===== src/design/mem_axi_pkg.sv =====
package mem_axi_pkg;

    localparam int data_w = 32;          // Memory word width in bits.
    localparam int addr_w = 32;          // Byte address width.
    localparam int strb_w = data_w / 8;  // One strobe bit per byte lane.

    // AXI response codes. Bit 1 set marks an error.
    typedef enum logic [1:0] {
        resp_okay   = 2'b00,
        resp_exokay = 2'b01,
        resp_slverr = 2'b10,
        resp_decerr = 2'b11
    } axi_resp_e;

    typedef enum logic [1:0] {
        arb_idle,
        arb_issue,
        arb_wait
    } arb_state_e;

    typedef enum logic [1:0] {
        wr_idle,
        wr_stall,
        wr_resp
    } wr_state_e;

    typedef enum logic [1:0] {
        rd_idle,
        rd_stall,
        rd_data
    } rd_state_e;

endpackage


===== src/design/mem_req_arbiter.sv =====
module mem_req_arbiter (
    input  logic                               aclk,
    input  logic                               aresetn,
    input  logic                               a_cs,
    input  logic                               a_we,
    input  logic [mem_axi_pkg::addr_w-1:0]     a_addr,
    input  logic [mem_axi_pkg::strb_w-1:0]     a_byte,
    input  logic [mem_axi_pkg::data_w-1:0]     a_di,
    output logic [mem_axi_pkg::data_w-1:0]     a_do,
    output logic                               a_busy,
    output logic                               a_err,
    input  logic                               b_cs,
    input  logic                               b_we,
    input  logic [mem_axi_pkg::addr_w-1:0]     b_addr,
    input  logic [mem_axi_pkg::strb_w-1:0]     b_byte,
    input  logic [mem_axi_pkg::data_w-1:0]     b_di,
    output logic [mem_axi_pkg::data_w-1:0]     b_do,
    output logic                               b_busy,
    output logic                               b_err,
    output logic                               s_cs,
    output logic                               s_we,
    output logic [mem_axi_pkg::addr_w-1:0]     s_addr,
    output logic [mem_axi_pkg::strb_w-1:0]     s_byte,
    output logic [mem_axi_pkg::data_w-1:0]     s_di,
    input  logic [mem_axi_pkg::data_w-1:0]     s_do,
    input  logic                               s_busy,
    input  logic                               s_err
);

    mem_axi_pkg::arb_state_e state;

    logic [1:0]                     cs_in, we_in, we_q, pend, busy_q, err_q;
    logic [mem_axi_pkg::addr_w-1:0] addr_in [2];
    logic [mem_axi_pkg::addr_w-1:0] addr_q  [2];
    logic [mem_axi_pkg::strb_w-1:0] byte_in [2];
    logic [mem_axi_pkg::strb_w-1:0] byte_q  [2];
    logic [mem_axi_pkg::data_w-1:0] di_in   [2];
    logic [mem_axi_pkg::data_w-1:0] di_q    [2];
    logic [mem_axi_pkg::data_w-1:0] do_q    [2];
    logic                           owner;      // 0 is client a, 1 is client b.
    logic                           rr_ptr;     // Client that wins the next tie.
    logic                           pick;
    logic                           wait_skip;
    logic                           done;

    assign cs_in   = {b_cs, a_cs};
    assign we_in   = {b_we, a_we};
    assign addr_in = '{a_addr, b_addr};
    assign byte_in = '{a_byte, b_byte};
    assign di_in   = '{a_di, b_di};

    assign pick = pend[1] && (!pend[0] || rr_ptr);
    assign done = (state == mem_axi_pkg::arb_wait) && !wait_skip && !s_busy;

    assign s_cs   = (state == mem_axi_pkg::arb_issue);
    assign s_we   = we_q[owner];
    assign s_addr = addr_q[owner];
    assign s_byte = byte_q[owner];
    assign s_di   = di_q[owner];

    assign a_do   = do_q[0];
    assign b_do   = do_q[1];
    assign a_busy = busy_q[0];
    assign b_busy = busy_q[1];
    assign a_err  = err_q[0];
    assign b_err  = err_q[1];

    always_ff @(posedge aclk) begin
        for (int i = 0; i < 2; i++) begin
            if (cs_in[i]) begin
                we_q[i]   <= we_in[i];
                addr_q[i] <= addr_in[i];
                byte_q[i] <= byte_in[i];
                di_q[i]   <= di_in[i];
            end
        end
        if (done && !we_q[owner]) begin
            do_q[owner] <= s_do;  // Writes leave the last read data in place.
        end
    end

    always_ff @(posedge aclk or negedge aresetn) begin
        if (!aresetn) begin
            state     <= mem_axi_pkg::arb_idle;
            pend      <= '0;
            busy_q    <= '0;
            err_q     <= '0;
            owner     <= 1'b0;
            rr_ptr    <= 1'b0;
            wait_skip <= 1'b0;
        end else begin
            for (int i = 0; i < 2; i++) begin
                if (cs_in[i]) begin
                    pend[i]   <= 1'b1;
                    busy_q[i] <= 1'b1;
                end
            end
            case (state)
                mem_axi_pkg::arb_idle: begin
                    if (|pend) begin
                        owner <= pick;
                        state <= mem_axi_pkg::arb_issue;
                        if (&pend) begin
                            rr_ptr <= !rr_ptr;  // Only a tie moves the pointer.
                        end
                    end
                end
                mem_axi_pkg::arb_issue: begin
                    wait_skip <= 1'b1;  // Bridge busy is not up until the next edge.
                    state     <= mem_axi_pkg::arb_wait;
                end
                default: begin
                    wait_skip <= 1'b0;
                    if (done) begin
                        pend[owner]   <= 1'b0;
                        busy_q[owner] <= 1'b0;
                        err_q[owner]  <= s_err;
                        state         <= mem_axi_pkg::arb_idle;
                    end
                end
            endcase
        end
    end

    // The bridge takes a strobe only when idle, and never on two cycles in a row.
    a_cs_idle: assert property (@(posedge aclk) disable iff (!aresetn) s_cs |-> !s_busy);
    a_cs_once: assert property (@(posedge aclk) disable iff (!aresetn) s_cs |=> !s_cs);

endmodule


===== config.mk =====
export PLATFORM = sky130hd
export DESIGN_NAME = mem_req_arbiter
export DESIGN_NICKNAME = d
export VERILOG_FILES = /design/src/design/mem_axi_pkg.sv /design/src/design/mem_req_arbiter.sv
export SDC_FILE = /design/constraint.sdc
export NUM_CORES = 1
export LEC_CHECK = 0
export BUFFER_PORTS_ARGS = -buffer_cell sky130_fd_sc_hd__buf_2
export CAP_MARGIN = 10
export CELL_PAD_IN_SITES_DETAIL_PLACEMENT = 0
export CELL_PAD_IN_SITES_GLOBAL_PLACEMENT = 1
export CORE_MARGIN = 2
export CORE_UTILIZATION = 39
export DETAILED_ROUTE_END_ITERATION = 10
export GPL_ROUTABILITY_DRIVEN = 0
export PLACE_DENSITY_LB_ADDON = 0.1
export SLEW_MARGIN = 20
export SYNTH_ARGS = -nofsm -noshare
export SYNTH_HDL_FRONTEND = slang
export SYNTH_SLANG_ARGS = --single-unit

===== constraint.sdc =====
create_clock -name aclk -period 4.1 [get_ports aclk]
set_clock_uncertainty 0.2 [all_clocks]
set_input_delay 0.41 -clock aclk [delete_from_list [all_inputs] [get_ports aclk]]
set_output_delay 0.41 -clock aclk [all_outputs]
set_load 0.01 [all_outputs]

# Yosys cells after proc, flatten, opt, wreduce, memory -nomap -nowiden
# Memories as Yosys holds them, arrays and structs flattened.
# Index checks and enable logic that the tools add are counted.
# totals
register_bits	13
mem_bits_rw	200
inputBits	176
out_inout_bits	138
elab_cells	64
mem_count	4
# op_classes
magnitude_cmp	2
n_eq_ne	3
muxes	23
bitwise_logic	4
n_reduce_logical	19
# memory_table
name	depth	word_bits	read_ports	rd_clocked_by_memory_dff	write_ports	line_no	source
addr_q	2	32	1	0	2	mem_req_arbiter.sv:34	logic [mem_axi_pkg::addr_w-1:0] addr_q [2];
di_q	2	32	1	0	2	mem_req_arbiter.sv:38	logic [mem_axi_pkg::data_w-1:0] di_q [2];
do_q	2	32	2	0	1	mem_req_arbiter.sv:39	logic [mem_axi_pkg::data_w-1:0] do_q [2];
byte_q	2	4	1	0	2	mem_req_arbiter.sv:36	logic [mem_axi_pkg::strb_w-1:0] byte_q [2];
# op_table
operator	n
1-bit 2-to-1 mux	13
2-bit 2-to-1 mux	6
2-bit AND reduction	3
1-bit logical AND	5
1-bit logical NOT	5
2-bit AND	2
2-bit one-hot mux with 2 select lines	1
4-bit AND reduction	1
2-bit OR reduction	2
3-bit nonzero test	1
2-bit bitwise mux	1
2-bit by 1-bit equality test with 1-bit output, second input constant	1
2-bit equality test, second input constant	1
2-bit logical NOT	1
1-bit by 2-bit < comparator with 1-bit output, second input constant	1
2-bit != test, second input constant	1
2-bit inverter	1
1-bit one-hot mux with 2 select lines	1
1-bit demux with 1-bit select	1
1-bit >= comparator, second input constant	1
1-bit logical OR	1
1-bit inverter	1

# Depth between registers and ports, before layout
# Gate-level depths: netlist of the first run.
# logic_depth
ltp_word	8
mapped_depth	4
mapped_depth_nobuf	3

# Worst setup path before layout of the first run
# OpenSTA, ideal clock, no wires.
# synth_path
path_kind	reg-to-reg
startpoint	register state[0]
endpoint	memory do_q[0][0] in the netlist's numbering (enable)
setup_ns	0.425
t_arrival_ns	2.404
required_time_ns	3.475
slack_ns	1.071
stages_incl_launch_ff	4
path_buffers	0
period_less_slack_ns	3.029
path_cell_list	dfrtp_1 > nor4b_4 > and2b_4 > nor2b_1
# synth_between
elab_chain_cells	6
# synth_rtl
element	line_no	source
start: declaration	mem_req_arbiter.sv:30	mem_axi_pkg::arb_state_e state;
start signal: assignment	mem_req_arbiter.sv:84	state <= mem_axi_pkg::arb_idle;
start signal: assignment	mem_req_arbiter.sv:102	state <= mem_axi_pkg::arb_issue;
start signal: assignment	mem_req_arbiter.sv:110	state <= mem_axi_pkg::arb_wait;
2-bit equality test	mem_req_arbiter.sv:53	assign done = (state == mem_axi_pkg::arb_wait) && !wait_skip && !s_busy;
1-bit logical AND (2 in series)	mem_req_arbiter.sv:53	
1-bit logical AND	mem_req_arbiter.sv:77	if (done && !we_q[owner]) begin
1-bit 2-to-1 mux	mem_req_arbiter.sv:77	
1-bit 2-to-1 mux (implied by the code)	mem_req_arbiter.sv:78	do_q[owner] <= s_do;
end: declaration	mem_req_arbiter.sv:39	
# Every way passes these cells.

# Final worst setup path of the first run
# layout_path
startpoint	register owner
endpoint	output port s_di[14] in the netlist's numbering
# layout_between
elab_chain_cells	1
# layout_rtl
element	line_no	source
start: declaration	mem_req_arbiter.sv:40	logic owner;
start signal: assignment	mem_req_arbiter.sv:101	owner <= pick;
memory read 2 x 32 bit	n/a	
end: declaration	mem_req_arbiter.sv:24	output logic [mem_axi_pkg::data_w-1:0] s_di,
# Every way passes these cells.

==> results of run 1 <==
[logic make-up after synthesis]
| logic type | Yosys count | share of synthesized area |
|---|---|---|
| AND/OR/NAND/NOR | 18 | 0.01433 |
| XOR/XNOR | 1 | 0.001194 |
| buffers and inverters | 8 | 0.005459 |
| AO/OA/AOI/OAI | 6 | 0.004946 |
| flip-flops | 213 | 0.8646 |
| multiplexers | 71 | 0.1095 |
[sequential cells by signal, summed over array words and instances, names as in the netlist]
name       flops
wait_skip      1
di_q          64
state          2
busy_q         2
rr_ptr         1
addr_q        64
pend           2
owner          1
we_q           2
err_q          2
do_q          64
byte_q         8
[per-stage QoR]
step,cells,hold WS [ns]
after floorplan,317,-0.08559
after global routing,1074,0.1515
after CTS,1074,0.1100
after global placement,860,0.08399
final,1074,0.1185
after detailed placement,860,0.09622
[what timing repair did]
action / CTS / global route
hold buffers: 173 / 0
buffers inserted: 0 / 0
gates resized for setup: 0 / 0
endpoints found under the hold margin: 216 / 0
[Yosys cell counts]
cell type	number
sky130_fd_sc_hd__nor2b_1	2
sky130_fd_sc_hd__and2b_4	1
sky130_fd_sc_hd__mux2_1	1
sky130_fd_sc_hd__o21a_1	2
sky130_fd_sc_hd__mux2_2	69
sky130_fd_sc_hd__nor4b_4	1
sky130_fd_sc_hd__buf_2	8
sky130_fd_sc_hd__a31oi_1	1
sky130_fd_sc_hd__nand3_1	1
sky130_fd_sc_hd__dfrtp_1	11
sky130_fd_sc_hd__edfxtp_1	202
sky130_fd_sc_hd__nand2_1	3
sky130_fd_sc_hd__mux2_4	1
sky130_fd_sc_hd__xnor2_1	1
sky130_fd_sc_hd__nor2_1	8
sky130_fd_sc_hd__nand2b_1	1
sky130_fd_sc_hd__a21oi_1	1
sky130_fd_sc_hd__o21ai_0	2
sky130_fd_sc_hd__nand2_2	1
[layout make-up]
type / count / area, um^2
clock inverters: 13 / 82.58
well taps: 234 / 292.8
repair buffers: 490 / 3341
fillers: 1366 / 6967
flip-flops and latches: 213 / 6345
multi-input cells: 96 / 958.4
clock buffers: 28 / 594.3
[power groups by stage]
stage	Sequential, mW	Combinational [mW]	Clock (mW)
2_1_floorplan	2.77	0.681	0
3_5_place_dp	2.90	1.08	0
5_1_grt	2.88	1.30	2.00
3_3_place_gp	2.89	1.07	0
4_1_cts	2.85	1.21	1.93
6_report	2.84	1.21	1.87
[routing by layer]
| layer | vias up | wire [um] | GRT usage |
|---|---|---|---|
| met5 | - | 0 | 0 |
| met4 | 0 | 512 | 0.05105 |
| met3 | 35 | 1297 | 0.04518 |
| met2 | 196 | 9610 | 0.3311 |
| met1 | 2357 | 6892 | 0.2004 |
| li1 | 2280 | - | - |
[worst reg2reg max path: stages (launching register included)]
cell	delay, ns
sky130_fd_sc_hd__dfrtp_4	1.07
sky130_fd_sc_hd__nand2_2	0.24
sky130_fd_sc_hd__nor2_2	0.14
sky130_fd_sc_hd__buf_4	0.39
[worst max-delay path by stage]
stage          cells past startpoint  startpoint  slack [ns]           to
5_1_grt                            2       owner        1.19     s_di[11]
6_report                           2       owner        1.31     s_di[14]
3_5_place_dp                       3       owner        1.65   do_q[1][3]
3_3_place_gp                       3       owner        1.69  do_q[1][26]
4_1_cts                            2       owner        1.23     s_di[11]
2_1_floorplan                      3    state[0]        1.07   do_q[0][0]
==> results_dict.tcl, run 1 <==
set metrics [dict create \
    outcome "complete, no violations" \
    cp-end-kind "output port" \
    cts_tree "yes" \
    seq_power_share 0.480 \
    setup.reg_to_reg.worst_slack_ns 1.70 \
    final_total_pwr_mw 5.923 \
    gr_overflow_total 0 \
    synth_area_leader_cell "sky130_fd_sc_hd__edfxtp_1" \
    io_buffers 313 \
    first_pass_grt_wire_length_mm 27.71 \
    finish.instance_area_um2 11610 \
    reg2reg_to "do_q[1][15]" \
    internal_power_mw 4.404 \
    share_of_the_clock_period_used_by_the_worst_path 0.6799 \
    timing_worst_slew_pin_value_ns 1.003 \
    detail_route.wl_per_cell_um 17.05 \
    synthesis.nets 493 \
    design.die.area_um2 19920 \
    avgSynthCellArea_um2 23.14 \
    place_worst_setup_slack_ns 1.654 \
    cts-buffers-inserted 23 \
    critical_path.max_fanout 72 \
    postSynthCellCount 317 \
    seq_area_frac_synth 0.8646 \
    routed_via_density 4.533 \
    max_clock_freq_mhz 358.7 \
    rsz0062_at_grt "no" \
    io_pins 314 \
    wl_mm 18.31 \
    period_needed_ns 2.788 \
    postRouteAntennaNets 0 \
    netlist_area_um2 7335 \
    slew_headroom 0.3314 \
    die_width_um 141.1 \
    antenna_cells_inserted 0 \
    htree_num_levels 1 \
    critPathSlowestCell "sky130_fd_sc_hd__dfrtp_4" \
    initialDrtViolationCount 135 \
    initial_antenna_violation_count 0 \
    start_util 0.3947 \
    clock_power_share 0.316 \
    floorplan.die.height_um 141.1 \
    latest_clock_arrival_within_the_worst_skew_pair_ns 0.49 \
    power.ir.vdd_worst_mv 0.3585 \
    crit_buf_inv 1 \
    via_count 4868 \
    synth_cell_type_count 19 \
    drtPass1Iterations 4 \
    final_core_utilization 0.6251 \
    maxCapViolCount 0 \
    grt_start_max_net_pins 73 \
    timing.critical_path.slowest_cell_delay_ns 1.07 \
    power.switching_fraction 0.2564 \
    path_delay_family "flip-flops" \
    clkSlewWorstSetupHoldPaths_ns 0.06 \
    clock_tree.buffer_depth 3 \
    fin_setup_tns_ns 0 \
    global_route.usage.total 0.1775 \
    finalNetCount 1000 \
    required_ns 3.49 \
    grt_pass1_vias 5372 \
    drc 0 \
    synthesis.yosys.warnings 0 \
    cp-start-kind "flop" \
    share_comb_of_total_power 0.204 \
    timing.final.max_slew_violations 0 \
    largest_cells_by_area_after_synthesis "sky130_fd_sc_hd__edfxtp_1 (83%), sky130_fd_sc_hd__mux2_2 (11%), sky130_fd_sc_hd__dfrtp_1 (3.8%)" \
    net-switching-power_mw 1.518 \
    syn2layout_area_growth_pct 58.34 \
    placeableCoreArea_um2 18580 \
    power.static_leakage_nw 4.711 \
    worst_path_class_setup "reg -> out" \
    cts_root_buf "sky130_fd_sc_hd__clkbuf_16" \
    cts.sinks 213 \
    post_route_cells_drive_above_1_share 0.5036 \
    setup_violating_endpoint_count_in_the_final_report 0 \
    rr_worst_depth 3 \
    holdCritPathClass "in -> async" \
    rr_startpoint "owner" \
    power-per-cell-area_nw_per_um2 510.0 \
    timing.critical_path.arrival_ns 2.18 \
    placed_area_um2 9205 \
    worst_slack_ns 1.312 \
    timing.critical_path.cells "mux2_2 > buf_2" \
    final_common_cell "sky130_fd_sc_hd__buf_2" \
    hpwlAfterDp_mm 11.45 \
    synth_top_area_share 0.8270 \
    postSynthRegisterBits 213 \
    timing_hold_violations_final 0 \
    placement_rows 50 \
    top_library_cells_by_usage_in_the_layout_fill_and_taps_aside "sky130_fd_sc_hd__buf_2 (313), sky130_fd_sc_hd__edfxtp_1 (202), sky130_fd_sc_hd__dlygate4sd3_1 (173)" \
]
(Power assumes the default switching activity.)
==> inputs of run 2 (changes only) <==
clock period = 2.6 ns   (was 4.1 ns; I/O delays follow)
==> run 2 against run 1 <==
Effect of this change:
- non-clock buffer count grew 2
- die area is the same
- clock power grew 72%
- sequential cell count is the same
- critical path type unchanged
- sequential power grew 52%
- core utilization grew 0.58 points
- final area grew 0.93%
- largest power group unchanged
- final cell count grew 0.19%
- sequential share of layout area shrank 0.50 points
- critical endpoint is now s_di[27]
==> results_dict.tcl, run 2 (synthesis gave the netlist of run 1 again) <==
set metrics [dict create \
    final_total_pwr_mw 9.635 \
    placement_rows 50 \
    grt_start_max_net_pins 43 \
    cp-end-kind "output port" \
    syn2layout_area_growth_pct 59.81 \
    power-per-cell-area_nw_per_um2 822.0 \
    post_route_cells_drive_above_1_share 0.5059 \
    top_library_cells_by_usage_in_the_layout_fill_and_taps_aside "sky130_fd_sc_hd__buf_2 (311), sky130_fd_sc_hd__edfxtp_1 (202), sky130_fd_sc_hd__dlygate4sd3_1 (173)" \
    setup.reg_to_reg.worst_slack_ns 0.51 \
    final_core_utilization 0.6308 \
    multi_input_area_um2 958.4 \
    detail_route.wl_per_cell_um 17.35 \
    htree_num_levels 1 \
    die_width_um 141.1 \
    finalNetCount 1002 \
    postCtsSetupBuffers 0 \
    fin_setup_tns_ns 0 \
    wl_mm 18.67 \
    largest_registers "addr_q: 64 flops, di_q: 64 flops, do_q: 64 flops" \
    period_needed_ns 2.470 \
    place_worst_setup_slack_ns 0.4902 \
    drtPass1Iterations 4 \
    power.static_leakage_nw 4.753 \
    timing_worst_slew_pin_value_ns 0.4386 \
    floorplan.die.height_um 141.1 \
    required_ns 2.14 \
    start_util 0.3947 \
    fill_cells 1338 \
    timing.final.max_slew_violations 0 \
    initial_antenna_violation_count 0 \
    via_count 4826 \
    io_pins 314 \
    gr_overflow_total 0 \
    worst_path_class_setup "reg -> out" \
    clock_tree.buffer_depth 3 \
    holdCritPathClass "in -> async" \
    worst_slack_ns 0.1301 \
    final_common_cell "sky130_fd_sc_hd__buf_2" \
    cts-buffers-inserted 23 \
    rr_startpoint "state[0]" \
    worst_setup_path_start "owner" \
    critPathSlowestCell "sky130_fd_sc_hd__dfrtp_4" \
    cts_root_buf "sky130_fd_sc_hd__clkbuf_16" \
    rsz0062_at_grt "no" \
    max_clock_freq_mhz 404.9 \
    timing.critical_path.slowest_cell_delay_ns 0.55 \
    sequential_cell_area_um2 6345 \
    grt_pass1_vias 5592 \
    initialDrtViolationCount 136 \
    postRouteAntennaNets 0 \
    routed_via_density 4.485 \
    cts.sinks 213 \
    rr_worst_depth 4 \
    hpwlAfterDp_mm 11.78 \
    outcome "complete, no violations" \
    design.die.area_um2 19920 \
    drc 0 \
    latest_clock_arrival_within_the_worst_skew_pair_ns 0.49 \
    critical_path.max_fanout 40 \
    antenna_cells_inserted 0 \
    global_route.usage.total 0.1844 \
    share_of_the_clock_period_used_by_the_worst_path 0.9500 \
    slew_headroom 0.7076 \
    io_buffers 313 \
    first_pass_grt_wire_length_mm 28.61 \
    placeableCoreArea_um2 18580 \
    cts_tree "yes" \
    timing_hold_violations_final 0 \
    finalNonFillerCells 1076 \
    setup_violating_endpoint_count_in_the_final_report 0 \
    cp-start-kind "flop" \
    maxCapViolCount 0 \
    timing.critical_path.cells "buf_6 > mux2_2 > buf_2" \
    place_inst 862 \
    reg2reg_to "do_q[0][16]" \
    timing.critical_path.arrival_ns 2.01 \
    clkSlewWorstSetupHoldPaths_ns 0.06 \
    power.ir.vdd_worst_mv 0.5689 \
]
==> run 2: what timing repair did <==
action / in CTS / in global routing
hold buffers: 173 / 0
setup endpoints to repair: 40 / 0
resized for setup: 1 / 0
hold endpoints to repair: 218 / 0
==> run 2: area by class of cell <==
| cell class | instances | area share |
|---|---|---|
| flip-flops and latches | 213 | 0.5413 |
| repair buffers | 492 | 0.2881 |
| multi-input cells | 96 | 0.08177 |
| clock buffers | 31 | 0.05337 |
| well taps | 234 | 0.02498 |
| clock inverters | 10 | 0.01046 |
==> run 2: where the power goes <==
group	switching, mW	total [mW]	internal (mW)
Combinational	0.991	2.10	1.11
Sequential	0.176	4.32	4.14
Clock	1.24	3.22	1.98
Total	2.41	9.63	7.23
==> run 2: per-layer routing <==
| metal | global-route usage | part of all wire | vias up |
|---|---|---|---|
| met4 | 0.05526 | 0.027 | 0 |
| met2 | 0.3352 | 0.50 | 224 |
| met1 | 0.1966 | 0.37 | 2292 |
| met3 | 0.07439 | 0.099 | 39 |
| met5 | 0 | 0 | - |
| li1 | - | - | 2271 |
==> run 2: worst max-delay path by stage <==
stage | endpoint | slack (ns) | cells after the start
2_1_floorplan | do_q[0][0] | 0.18 | 3
3_3_place_gp | do_q[0][16] | 0.52 | 4
3_5_place_dp | do_q[0][16] | 0.49 | 4
4_1_cts | s_addr[24] | 0.10 | 3
5_1_grt | s_di[1] | 0.05 | 3
6_report | s_di[27] | 0.13 | 3
==> run 2: worst max-delay path, delay by kind of cell (launching register included) <==
kind,cells,cell delay [ns]
flip-flops,1,0.55
buffers and inverters,2,0.52
multiplexers,1,0.40
==> run 2: metrics by stage <==
step / hold slack, ns / instance area, um^2
floorplan: -0.2356 / 7340
global placement: -0.05629 / 9238
detailed placement: -0.04014 / 9238
CTS: 0.008400 / 11720
global route: 0.001135 / 11720
finish: 0.002143 / 11720
