File: config.mk
export PLATFORM = sky130hd
export DESIGN_NAME = mem2axi_bridge
export DESIGN_NICKNAME = d
export VERILOG_FILES = /design/src/design/mem_axi_pkg.sv /design/src/design/mem2axi_bridge.sv
export SDC_FILE = /design/constraint.sdc
export NUM_CORES = 1
export LEC_CHECK = 0
export BUFFER_PORTS_ARGS = -buffer_cell sky130_fd_sc_hd__buf_4
export CORE_ASPECT_RATIO = 1.4
export CORE_UTILIZATION = 30
export DETAILED_ROUTE_END_ITERATION = 16
export MAX_ROUTING_LAYER = met4
export REMOVE_ABC_BUFFERS = 1
export SYNTH_ARGS = -nofsm -noshare
export SYNTH_HDL_FRONTEND = slang
export SYNTH_SLANG_ARGS = --single-unit
File: constraint.sdc
create_clock -name aclk -period 1.7 [get_ports aclk]
set_input_delay 0.34 -clock aclk [delete_from_list [all_inputs] [get_ports aclk]]
set_output_delay 0.34 -clock aclk [all_outputs]
set_load 0.01 [all_outputs]
File: src/design/mem_axi_pkg.sv
package mem_axi_pkg;

    localparam int data_w = 32;          // Memory word width in bits.
    localparam int addr_w = 32;          // Byte address width.
    localparam int strb_w = data_w / 8;  // One strobe bit per byte lane.

    // AXI response codes. Bit 1 set marks an error.
    typedef enum logic [1:0] {
        resp_okay   = 2'b00,
        resp_exokay = 2'b01,
        resp_slverr = 2'b10,
        resp_decerr = 2'b11
    } axi_resp_e;

    typedef enum logic [1:0] {
        arb_idle,
        arb_issue,
        arb_wait
    } arb_state_e;

    typedef enum logic [1:0] {
        wr_idle,
        wr_stall,
        wr_resp
    } wr_state_e;

    typedef enum logic [1:0] {
        rd_idle,
        rd_stall,
        rd_data
    } rd_state_e;

endpackage

File: src/design/mem2axi_bridge.sv
module mem2axi_bridge (
    input  logic                               aclk,
    input  logic                               aresetn,

    input  logic                               s_cs,
    input  logic                               s_we,
    input  logic [mem_axi_pkg::addr_w-1:0]     s_addr,
    input  logic [mem_axi_pkg::strb_w-1:0]     s_byte,
    input  logic [mem_axi_pkg::data_w-1:0]     s_di,
    output logic [mem_axi_pkg::data_w-1:0]     s_do,
    output logic                               s_busy,
    output logic                               s_err,

    output logic [mem_axi_pkg::addr_w-1:0]     m_awaddr,
    output logic                               m_awvalid,
    input  logic                               m_awready,
    output logic [mem_axi_pkg::data_w-1:0]     m_wdata,
    output logic [mem_axi_pkg::strb_w-1:0]     m_wstrb,
    output logic                               m_wvalid,
    input  logic                               m_wready,
    input  mem_axi_pkg::axi_resp_e             m_bresp,
    input  logic                               m_bvalid,
    output logic                               m_bready,
    output logic [mem_axi_pkg::addr_w-1:0]     m_araddr,
    output logic                               m_arvalid,
    input  logic                               m_arready,
    input  logic [mem_axi_pkg::data_w-1:0]     m_rdata,
    input  mem_axi_pkg::axi_resp_e             m_rresp,
    input  logic                               m_rvalid,
    output logic                               m_rready
);

    logic b_hs;
    logic r_hs;

    assign b_hs     = m_bvalid & m_bready;
    assign r_hs     = m_rvalid & m_rready;
    assign m_bready = 1'b1;  // Responses are always taken at once.

    // Request fields follow the strobe side until the access starts.
    always_ff @(posedge aclk) begin
        if (!s_busy) begin
            m_awaddr <= s_addr;
            m_araddr <= s_addr;
            m_wdata  <= s_di;
            m_wstrb  <= s_byte;
        end
        if (r_hs) begin
            s_do <= m_rdata;
        end
    end

    always_ff @(posedge aclk or negedge aresetn) begin
        if (!aresetn) begin
            s_busy <= 1'b0;
            s_err  <= 1'b0;
        end else begin
            s_busy <= s_cs ? 1'b1 :
                      b_hs ? 1'b0 :
                      r_hs ? 1'b0 :
                             s_busy;
            s_err  <= b_hs ? m_bresp[1] :
                      r_hs ? m_rresp[1] :
                             s_err;
        end
    end

    always_ff @(posedge aclk or negedge aresetn) begin
        if (!aresetn) begin
            m_awvalid <= 1'b0;
            m_wvalid  <= 1'b0;
            m_arvalid <= 1'b0;
        end else if (!s_busy) begin
            m_awvalid <= s_cs & s_we;
            m_wvalid  <= s_cs & s_we;
            m_arvalid <= s_cs & ~s_we;
        end else begin
            if (m_awready) begin
                m_awvalid <= 1'b0;
            end
            if (m_wready) begin
                m_wvalid <= 1'b0;
            end
            if (m_arready) begin
                m_arvalid <= 1'b0;
            end
        end
    end

    always_ff @(posedge aclk or negedge aresetn) begin
        if (!aresetn) begin
            m_rready <= 1'b0;
        end else if (m_arvalid & m_arready) begin
            m_rready <= 1'b1;
        end else if (r_hs) begin
            m_rready <= 1'b0;  // Single beat, so the first R ends the read.
        end
    end

    property p_valid_hold(logic valid, logic ready);
        @(posedge aclk) disable iff (!aresetn) valid && !ready |=> valid;
    endproperty

    a_aw_hold: assert property (p_valid_hold(m_awvalid, m_awready));
    a_w_hold:  assert property (p_valid_hold(m_wvalid, m_wready));
    a_ar_hold: assert property (p_valid_hold(m_arvalid, m_arready));

    // A write and a read are never presented together.
    a_one_dir: assert property (@(posedge aclk) disable iff (!aresetn)
        !(m_awvalid && m_arvalid));

endmodule

# After elaboration in Yosys (flattened, before gate mapping)
# Index checks and enable logic that the tools add are counted.
dict set report totals {
  reg_bits 106
  inputBits 113
  output_inout_bits 139
  elab_cells 33
}
dict set report op_classes {
  eq_ne 3
  mux 12
  n_bitwise 5
  n_reduce_logical 3
}
# cell count
set ops {}
lappend ops {{$mux W1} 12}
lappend ops {{$ne A2 B1 Y1 const B} 3}
lappend ops {{$and A1 B1 Y1} 4}
lappend ops {{$reduce_bool A2 Y1} 2}
lappend ops {{$reduce_bool A3 Y1} 1}
lappend ops {{$not A1 Y1} 1}

# Depth between registers and ports, before layout
# Gate-level depths: netlist of run 1.
dict set report depth {
  word_depth 4
  mapped_depth 2
  ltp_nobuf 2
}

# Worst setup path before layout of run 1
# Ideal clock, no wire load.
dict set report synth_timing {
  path_type {register to register}
  startpoint {register s_busy}
  endpoint {register m_araddr[0] (netlist name) (enable)}
  setup_ps 393
  arrival_time_ps 1240
  slack_ps 67
  path_stages_with_launch 2
  n_path_buf 0
  synth_period_minus_slack_ps 1633
  path_cell_list {dfrtp_1 inv_2}
}
# element line_no
set synth_rtl {}
lappend synth_rtl {{start: declaration} mem2axi_bridge.sv:11} ;# output logic s_busy,
lappend synth_rtl {{start signal: assignment} mem2axi_bridge.sv:58} ;# s_busy <= s_cs ? 1'b1 :
lappend synth_rtl {{end signal: assignment} mem2axi_bridge.sv:44} ;# m_araddr <= s_addr;
lappend synth_rtl {{end: declaration} mem2axi_bridge.sv:24} ;# output logic [mem_axi_pkg::addr_w-1:0] m_araddr,
# No word-level cell between the ends.

# Worst setup path in the final report of run 1
dict set report layout_timing {
  startpoint {register s_busy}
  endpoint {output s_busy}
}
# No word-level cell between the ends.

==> flow_metrics.env, run 1 <==
export IMPL_dieArea_um2=12200
export IMPL_ios=252
export IMPL_dp_cells=519
export IMPL_clk_pin_slew_ns=0.07
export IMPL_via_count=2208
export IMPL_io_buffer_count=248
export IMPL_peakVddDrop_v=0.000438
export IMPL_yosysUniqueCellTypes=14
export IMPL_wire_per_inst_um=15.7
export IMPL_fin_crit_ns=1.32
export IMPL_dieHeight_um=130
export IMPL_clock_path_buffers=2
export IMPL_rr_endpoint="s_do[8]$_DFFE_PP_"
export IMPL_slew_viol_final=0
export IMPL_cts_buffers=9
export IMPL_worstSetupPathType="register to primary output"
export IMPL_cp_max_fo=7
export IMPL_finalClockSkew_ns=0.00617
export IMPL_layout_commonest_cell="buf_4"
export IMPL_diodes=0
export IMPL_gp_congestion=0.683
export IMPL_hold_violations=0
export IMPL_hpwl_um=6500
export IMPL_drtAntennaViolNets=0
export IMPL_crit_chain="buf_4"
export IMPL_setup_viol=0
export IMPL_ctsResizeCount=0
export IMPL_grt_pass1_vias=2124
export IMPL_start_kind="register"
export IMPL_max_cap_viol_count=0
export IMPL_clk_latency_ns=0.34
export IMPL_r2r_slack_ns=0.48
export IMPL_grt_pass1_wl_um=11300
export IMPL_first_iter_violations=40
export IMPL_fin_crit_sh=0.778
export IMPL_layout_common_cells="buf_4, edfxtp_1, clkbuf_16"
export IMPL_worstHoldStart="m_rdata[22]"
export IMPL_worst_path_max_delay_cell="dfrtp_1"
export IMPL_max_stage_delay_ns=0.47
export IMPL_hold_end="s_do[22]$_DFFE_PP_"
export IMPL_status="complete, no violations"
export IMPL_htreeDepth=3
export IMPL_core_um2=11400
export IMPL_drive_above_1_share=0.686
export IMPL_syn_inst=158
export IMPL_drc_errors=0
export IMPL_hold_depth=1
export IMPL_synth_avg_cell_area_um2=22.3
export IMPL_die_w_um=93.6
export IMPL_synth_warnings=0
export IMPL_gr_total_overflow=0
export IMPL_ys_seq_area_frac=0.896
export IMPL_crit_buf_inv=1
export IMPL_required_ns=1.36
export IMPL_dr_pass1_iters=4
export IMPL_fmax_ghz=0.756
export IMPL_grt_antenna_before_repair=0
export IMPL_drt_wl_total_um=8420
export IMPL_initial_core_util=0.309
export IMPL_num_rows=46
export IMPL_hp_class="input port to register"
export IMPL_multiInputGateArea_um2=105
export IMPL_worst_slack_ns=0.377
export IMPL_avgViaCountPerCell=4.12
export IMPL_grt_max_degree=51
export IMPL_worstReg2RegStart="m_rready$_DFFE_PN0P_"
export IMPL_grt_use_total=0.136
export IMPL_cts_sinks=106
export IMPL_cts_root_buf="clkbuf_16"
export IMPL_fillers=995
export IMPL_power_leakage_nw=2.43
export IMPL_fin_nets=500
export IMPL_fin_cells=536
export IMPL_end_kind="primary output"
export IMPL_place_ws_ns=0.437
export IMPL_synth_seq_cells=106
export IMPL_syn_to_final_growth_pct=60.6
export IMPL_rsz0062_at_grt="false"
export IMPL_seqCellArea_um2=3150
export IMPL_syn_area_um2=3520
export IMPL_cp_arrival_ns=0.98
export IMPL_placed_cell_area_um2=5340
export IMPL_setup_tns_ns=0
export IMPL_worstRegToRegCells=1
export IMPL_final_cell_area_um2=5650
export IMPL_p_per_area_nw_per_um2=1030
export IMPL_critical_path_top_delay_family="flip-flops"
export IMPL_cts_tree="yes"
==> cells in the mapped netlist (all sizes together) <==
| library cell | number | area, µm² |
|---|---|---|
| o21ai | 2 | 10.0 |
| edfxtp | 100 | 3000 |
| conb | 1 | 3.75 |
| nand4b | 1 | 8.76 |
| inv | 4 | 15.0 |
| dfrtp | 6 | 150 |
| nand3b | 3 | 22.5 |
| o31ai | 2 | 20.0 |
| o311ai | 1 | 16.3 |
| buf | 33 | 248 |
| and2 | 1 | 8.76 |
| nand2 | 4 | 15.0 |
==> stage by stage <==
stage	power (mW)	hold slack, ns	util
2_1_floorplan	3.28	0.0444	-
3_3_place_gp	3.77	0.153	0.469
3_5_place_dp	3.78	0.155	0.469
4_1_cts	5.88	0.153	0.496
5_1_grt	6.03	0.149	0.496
6_report	5.80	0.168	0.496
==> power by group <==
part / switching [mW] / leakage, nW / internal (mW)
registers: 0.0593 / 1.02 / 3.02
logic: 0.258 / 1.26 / 0.372
clock network: 0.938 / 0.149 / 1.16
total: 1.25 / 2.43 / 4.55
==> final cells by class <==
cell class,count,area share
repair buffers,251,0.336
clock buffers,9,0.0398
flip-flops and latches,106,0.558
multi-input cells,15,0.0186
inverters,4,0.00266
clock inverters,7,0.0135
well taps,144,0.0319
==> flip-flops by register name, summed over array words and instances, names as in the netlist <==
signal and flops:
m_wvalid 1, m_rready 1, s_busy 1, m_awvalid 1
s_do 32, m_wdata 32, m_wstrb 4, m_arvalid 1
s_err 1, m_araddr 32
==> how the worst max path moves through the flow <==
stage,startpoint,to,slack [ns],cells after the start
after floorplan,s_busy$_DFFE_PN0P_,m_araddr[0]$_DFFE_PN_,0.07,1
after detailed placement,m_rvalid,s_do[17]$_DFFE_PP_,0.44,2
after global placement,m_rvalid,s_do[17]$_DFFE_PP_,0.47,2
final,s_busy$_DFFE_PN0P_,s_busy,0.38,1
after global routing,s_busy$_DFFE_PN0P_,s_busy,0.34,1
after CTS,s_busy$_DFFE_PN0P_,s_busy,0.37,1
==> what timing repair did <==
action	in CTS	in global routing
hold endpoints to repair	6	0
buffers inserted	0	0
hold buffers	1	0
==> cell families after synthesis <==
| logic type | after synthesis | synth area share |
|---|---|---|
| and+or+nand+nor | 9 | 0.0156 |
| buffers and inverters | 37 | 0.0746 |
| DFF | 106 | 0.896 |
| other | 1 | 0.00107 |
| AOI/OAI and AO/OA | 5 | 0.0132 |
==> per-layer routing <==
layer / global-route usage / routed length [µm]
met5: - / 0
met2: 0.237 / 4670
met3: 0.0385 / 731
met1: 0.135 / 2810
met4: 0.0760 / 210
Power figures use the tool's default switching activity.
==> run 2, diff against run 1 <==
- clock period: 1.7 -> 1.4 ns (I/O delays scaled with it)
==> run 2 against run 1 <==
Compared with the run above: clock skew about the same; sequential share of layout area fell by 0.79 points; worst hold slack worse by 0.057 ns; cell area increased by 1.4%; utilization is 0.71 points higher; sequential power is 21% higher; flip-flop and latch count unchanged; first-iteration DRC count is 95% higher; power up 24%; via count rose by 1.3%; combinational power is 26% higher.
==> flow_metrics.env, run 2 (synthesis gave the netlist of run 1 again) <==
export IMPL_status="complete, no violations"
export IMPL_cp_arrival_ns=0.97
export IMPL_grt_pass1_wl_um=11300
export IMPL_setup_viol=0
export IMPL_drc_errors=0
export IMPL_diodes=0
export IMPL_seqPwrFrac=0.518
export IMPL_dr_pass1_iters=4
export IMPL_first_iter_violations=78
export IMPL_rsz0062_at_grt="false"
export IMPL_placed_cell_area_um2=5400
export IMPL_final_cell_area_um2=5740
export IMPL_die_w_um=93.6
export IMPL_grt_max_degree=28
export IMPL_grt_use_total=0.135
export IMPL_peakVddDrop_v=0.000677
export IMPL_fin_crit_ns=1.25
export IMPL_max_cap_viol_count=0
export IMPL_grt_pass1_vias=2225
export IMPL_start_kind="register"
export IMPL_ctsResizeCount=0
export IMPL_critical_path_top_delay_family="flip-flops"
export IMPL_drtAntennaViolNets=0
export IMPL_cp_max_fo=7
export IMPL_clk_latency_ns=0.34
export IMPL_clk_pin_slew_ns=0.07
export IMPL_gp_congestion=0.677
export IMPL_htreeDepth=3
export IMPL_power_share_clock=0.372
export IMPL_via_count=2237
export IMPL_power_frac_comb=0.110
export IMPL_worstSetupPathType="register to primary output"
export IMPL_fmax_ghz=0.801
export IMPL_gr_total_overflow=0
export IMPL_ios=252
export IMPL_fin_cells=539
export IMPL_wire_per_inst_um=15.5
export IMPL_grt_antenna_before_repair=0
export IMPL_layout_common_cells="buf_4, edfxtp_1, clkbuf_16"
export IMPL_slew_viol_final=0
export IMPL_crit_chain="buf_4"
export IMPL_io_buffer_count=248
export IMPL_power_switching_mw=1.49
export IMPL_dieHeight_um=130
export IMPL_crit_buf_inv=1
export IMPL_fin_crit_sh=0.891
export IMPL_num_rows=46
export IMPL_cts_tree="yes"
export IMPL_drive_above_1_share=0.689
export IMPL_max_stage_delay_ns=0.45
export IMPL_drt_wl_total_um=8340
export IMPL_layout_commonest_cell="buf_4"
export IMPL_initial_core_util=0.309
export IMPL_clock_path_buffers=2
export IMPL_p_sw_frac=0.207
export IMPL_power_leakage_nw=2.46
export IMPL_dp_cells=522
export IMPL_required_ns=1.12
export IMPL_finalClockSkew_ns=0.00580
export IMPL_hold_violations=0
export IMPL_cts_sinks=106
export IMPL_worst_path_max_delay_cell="dfrtp_1"
export IMPL_core_um2=11400
export IMPL_setup_tns_ns=0
export IMPL_syn_to_final_growth_pct=62.9
export IMPL_cts_root_buf="clkbuf_16"
export IMPL_p_per_area_nw_per_um2=1260
export IMPL_cts_buffers=9
export IMPL_dieArea_um2=12200
export IMPL_avgViaCountPerCell=4.15
export IMPL_fin_nets=503
export IMPL_internal_power_mw=5.72
export IMPL_top_regs="m_araddr: 32 flops, m_wdata: 32 flops, s_do: 32 flops"
export IMPL_hpwl_um=6540
export IMPL_hp_class="input port to register"
export IMPL_end_kind="primary output"
run 2: cell count changes in the layout (fill, tap and decap cells not counted):
| cell | previous run | this run |
|---|---|---|
| buf_12 | 1 | 4 |
| clkinv_4 | 2 | 0 |
| inv_6 | 1 | 3 |
| bufinv_16 | 1 | 2 |
| clkinv_2 | 1 | 0 |
| clkinvlp_4 | 0 | 1 |
| inv_8 | 1 | 0 |
run 2: path summary, 6_finish.rpt:
kind                                    endpoint  slack, ns  cells past startpoint                  from
setup / recovery                          s_busy       0.15                      1    s_busy$_DFFE_PN0P_
hold / removal              m_wdata[1]$_DFFE_PN_       0.11                      1               s_di[1]
setup reg to reg           m_wdata[18]$_DFFE_PN_       0.28                      2    s_busy$_DFFE_PN0P_
hold reg to reg             m_wvalid$_DFFE_PN0P_       0.54                      2  m_wvalid$_DFFE_PN0P_
max in group asynchronous   m_wvalid$_DFFE_PN0P_       1.00                      2               aresetn
min in group asynchronous   m_rready$_DFFE_PN0P_       0.29                      2               aresetn
run 2: metal layers:
layer / vias to the layer above / track usage / wire length [µm] / part of all wire
met1: 1057 / 0.132 / 2810 / 0.34
met2: 148 / 0.242 / 4690 / 0.56
met4: 0 / 0.0633 / 115 / 0.014
li1: 1024 / - / - / -
met3: 8 / 0.0396 / 727 / 0.087
met5: - / - / 0 / 0
run 2: timing repair:
action | in CTS | in global routing
setup endpoints to repair | 0 | 0
hold endpoints to repair | 6 | 0
hold buffers | 1 | 0
buffers inserted | 0 | 0
run 2: power groups by stage:
stage               clock network, mW  logic [mW]  registers, mW
detailed placement                  0       0.800           3.81
CTS                              2.78       0.802           3.74
finish                           2.68       0.791           3.74
floorplan                           0      0.0734           3.91
global route                     2.89       0.849           3.75
global placement                    0       0.792           3.80
run 2: final cells by class:
cell class / instances / area, µm²
Fill cell: 976 / 5660
Sequential cell: 106 / 3150
Inverter: 4 / 15.0
Clock inverter: 7 / 97.6
Clock buffer: 9 / 225
Multi-Input combinational cell: 15 / 105
Timing Repair Buffer: 254 / 1960
Tap cell: 144 / 180
run 2: per-stage QoR:
| step | utilization | hold slack, ns | setup WS [ns] | power (mW) |
|---|---|---|---|---|
| after floorplan | - | -0.0156 | -0.233 | 3.99 |
| after global placement | 0.474 | 0.0929 | 0.296 | 4.60 |
| after detailed placement | 0.474 | 0.0938 | 0.279 | 4.61 |
| after CTS | 0.503 | 0.0938 | 0.140 | 7.32 |
| after global routing | 0.503 | 0.0899 | 0.100 | 7.50 |
| final | 0.503 | 0.111 | 0.152 | 7.21 |
==> run 3, diff against run 2 <==
- BUFFER_PORTS_ARGS: -buffer_cell sky130_fd_sc_hd__buf_4 -> -buffer_cell sky130_fd_sc_hd__buf_2
==> run 3 against run 2 <==
Compared with the run above: power shrank 3.5%; worst hold slack gained 0.0034 ns; global-route usage shrank 0.96 points; clock skew shrank 0.00073 ns; clock-buffer cell count grew 1; critical endpoint unchanged; largest cell class unchanged; highest routed layer unchanged.
==> flow_metrics.env, run 3 (synthesis gave the netlist of run 1 again) <==
export IMPL_status="complete, no violations"
export IMPL_initial_core_util=0.309
export IMPL_final_cell_area_um2=5050
export IMPL_power_share_clock=0.382
export IMPL_rsz0062_at_grt="false"
export IMPL_power_frac_comb=0.082
export IMPL_drc_errors=0
export IMPL_grt_max_degree=70
export IMPL_top_regs="m_araddr: 32 flops, m_wdata: 32 flops, s_do: 32 flops"
export IMPL_grt_pass1_vias=2077
export IMPL_fin_crit_ns=1.25
export IMPL_grt_antenna_before_repair=2
export IMPL_gr_total_overflow=0
export IMPL_end_kind="primary output"
export IMPL_fin_crit_sh=0.893
export IMPL_grt_pass1_wl_um=10700
export IMPL_drtAntennaViolNets=0
export IMPL_setup_tns_ns=0
export IMPL_p_per_area_nw_per_um2=1380
export IMPL_cts_sinks=106
export IMPL_drt_wl_total_um=7940
export IMPL_cp_arrival_ns=0.97
export IMPL_required_ns=1.12
export IMPL_power_leakage_nw=2.22
export IMPL_worstSetupPathType="register to primary output"
export IMPL_clk_pin_slew_ns=0.07
export IMPL_dr_pass1_iters=4
export IMPL_num_rows=46
export IMPL_seqPwrFrac=0.535
export IMPL_p_sw_frac=0.210
export IMPL_fmax_ghz=0.800
export IMPL_hold_violations=0
export IMPL_slew_viol_final=0
export IMPL_htreeDepth=3
export IMPL_clk_latency_ns=0.34
export IMPL_max_cap_viol_count=0
export IMPL_critical_path_top_delay_family="flip-flops"
export IMPL_setup_viol=0
export IMPL_via_count=2191
export IMPL_placed_cell_area_um2=4710
export IMPL_worst_path_max_delay_cell="dfrtp_1"
export IMPL_layout_common_cells="buf_2, edfxtp_1, clkbuf_16"
export IMPL_die_w_um=93.6
export IMPL_finalClockSkew_ns=0.00507
export IMPL_clock_path_buffers=2
export IMPL_crit_buf_inv=1
export IMPL_worst_slack_ns=0.150
export IMPL_io_buffer_count=248
export IMPL_peakVddDrop_v=0.000711
export IMPL_first_iter_violations=67
export IMPL_drive_above_1_share=0.685
export IMPL_cts_tree="yes"
export IMPL_cts_root_buf="clkbuf_16"
export IMPL_wire_per_inst_um=14.8
export IMPL_place_ws_ns=0.183
export IMPL_hp_class="input port to register"
export IMPL_start_kind="register"
export IMPL_power_switching_mw=1.46
export IMPL_hpwl_um=6130
export IMPL_dieArea_um2=12200
export IMPL_cts_buffers=9
export IMPL_crit_chain="buf_2"
export IMPL_fin_util=0.443
export IMPL_internal_power_mw=5.50
export IMPL_hold_buffers=1
export IMPL_syn_to_final_growth_pct=43.4
export IMPL_layout_commonest_cell="buf_2"
export IMPL_ios=252
export IMPL_fin_nets=499
export IMPL_avgViaCountPerCell=4.08
export IMPL_max_stage_delay_ns=0.46
export IMPL_cts_setup_buffers=0
export IMPL_ctsResizeCount=0
export IMPL_dieHeight_um=130
export IMPL_cp_max_fo=7
export IMPL_core_um2=11400
export IMPL_gp_congestion=0.739
export IMPL_grt_use_total=0.125
[run 3: changes by cell type in the layout (fill, tap and decap cells not counted)]
cell / change
diode_2: +2
clkbuf_1: +1
inv_6: -2
buf_2: +248
clkinv_4: +1
buf_4: -249
clkinv_1: -1
buf_12: -3
clkinv_2: +1
[run 3: worst paths after layout]
| kind | start | endpoint | slack (ns) | cells after the start |
|---|---|---|---|---|
| worst max-delay path | s_busy$_DFFE_PN0P_ | s_busy | 0.15 | 1 |
| worst min-delay path | s_addr[12] | m_araddr[12]$_DFFE_PN_ | 0.11 | 1 |
| worst max register to register | s_busy$_DFFE_PN0P_ | m_wdata[12]$_DFFE_PN_ | 0.15 | 2 |
| worst min register to register | m_wvalid$_DFFE_PN0P_ | m_wvalid$_DFFE_PN0P_ | 0.53 | 2 |
| max in group asynchronous | aresetn | m_wvalid$_DFFE_PN0P_ | 0.96 | 2 |
| min in group asynchronous | aresetn | s_err$_DFFE_PN0P_ | 0.29 | 2 |
[run 3: cell type report]
class | count | area (µm²)
fillers | 1062 | 6350
flip-flops and latches | 106 | 3150
repair buffers | 250 | 1270
clock buffers | 10 | 229
well taps | 144 | 180
multi-input cells | 15 | 105
clock inverters | 6 | 90.1
inverters | 4 | 15.0
diodes | 2 | 5.00
[run 3: power groups by stage]
stage / sequential (mW) / clock (mW) / combinational [mW]
floorplan: 3.91 / 0 / 0.0734
global placement: 3.79 / 0 / 0.573
detailed placement: 3.80 / 0 / 0.583
CTS: 3.73 / 2.74 / 0.585
global route: 3.74 / 2.86 / 0.627
finish: 3.72 / 2.66 / 0.573
[run 3: stage by stage]
step           cells  hold WS (ns)  total power [mW]
3_5_place_dp     518         0.115              4.38
2_1_floorplan    125       -0.0156              3.99
3_3_place_gp     518         0.111              4.36
5_1_grt          537        0.0979              7.22
4_1_cts          535        0.0992              7.05
6_report         537         0.114              6.96
[run 3: metal layers]
layer,global-route usage,share of wire,vias to the layer above
met5,-,0,-
met4,0.0489,0.015,0
met3,0.0449,0.097,9
met2,0.217,0.54,149
met1,0.128,0.35,1015
li1,-,-,1018
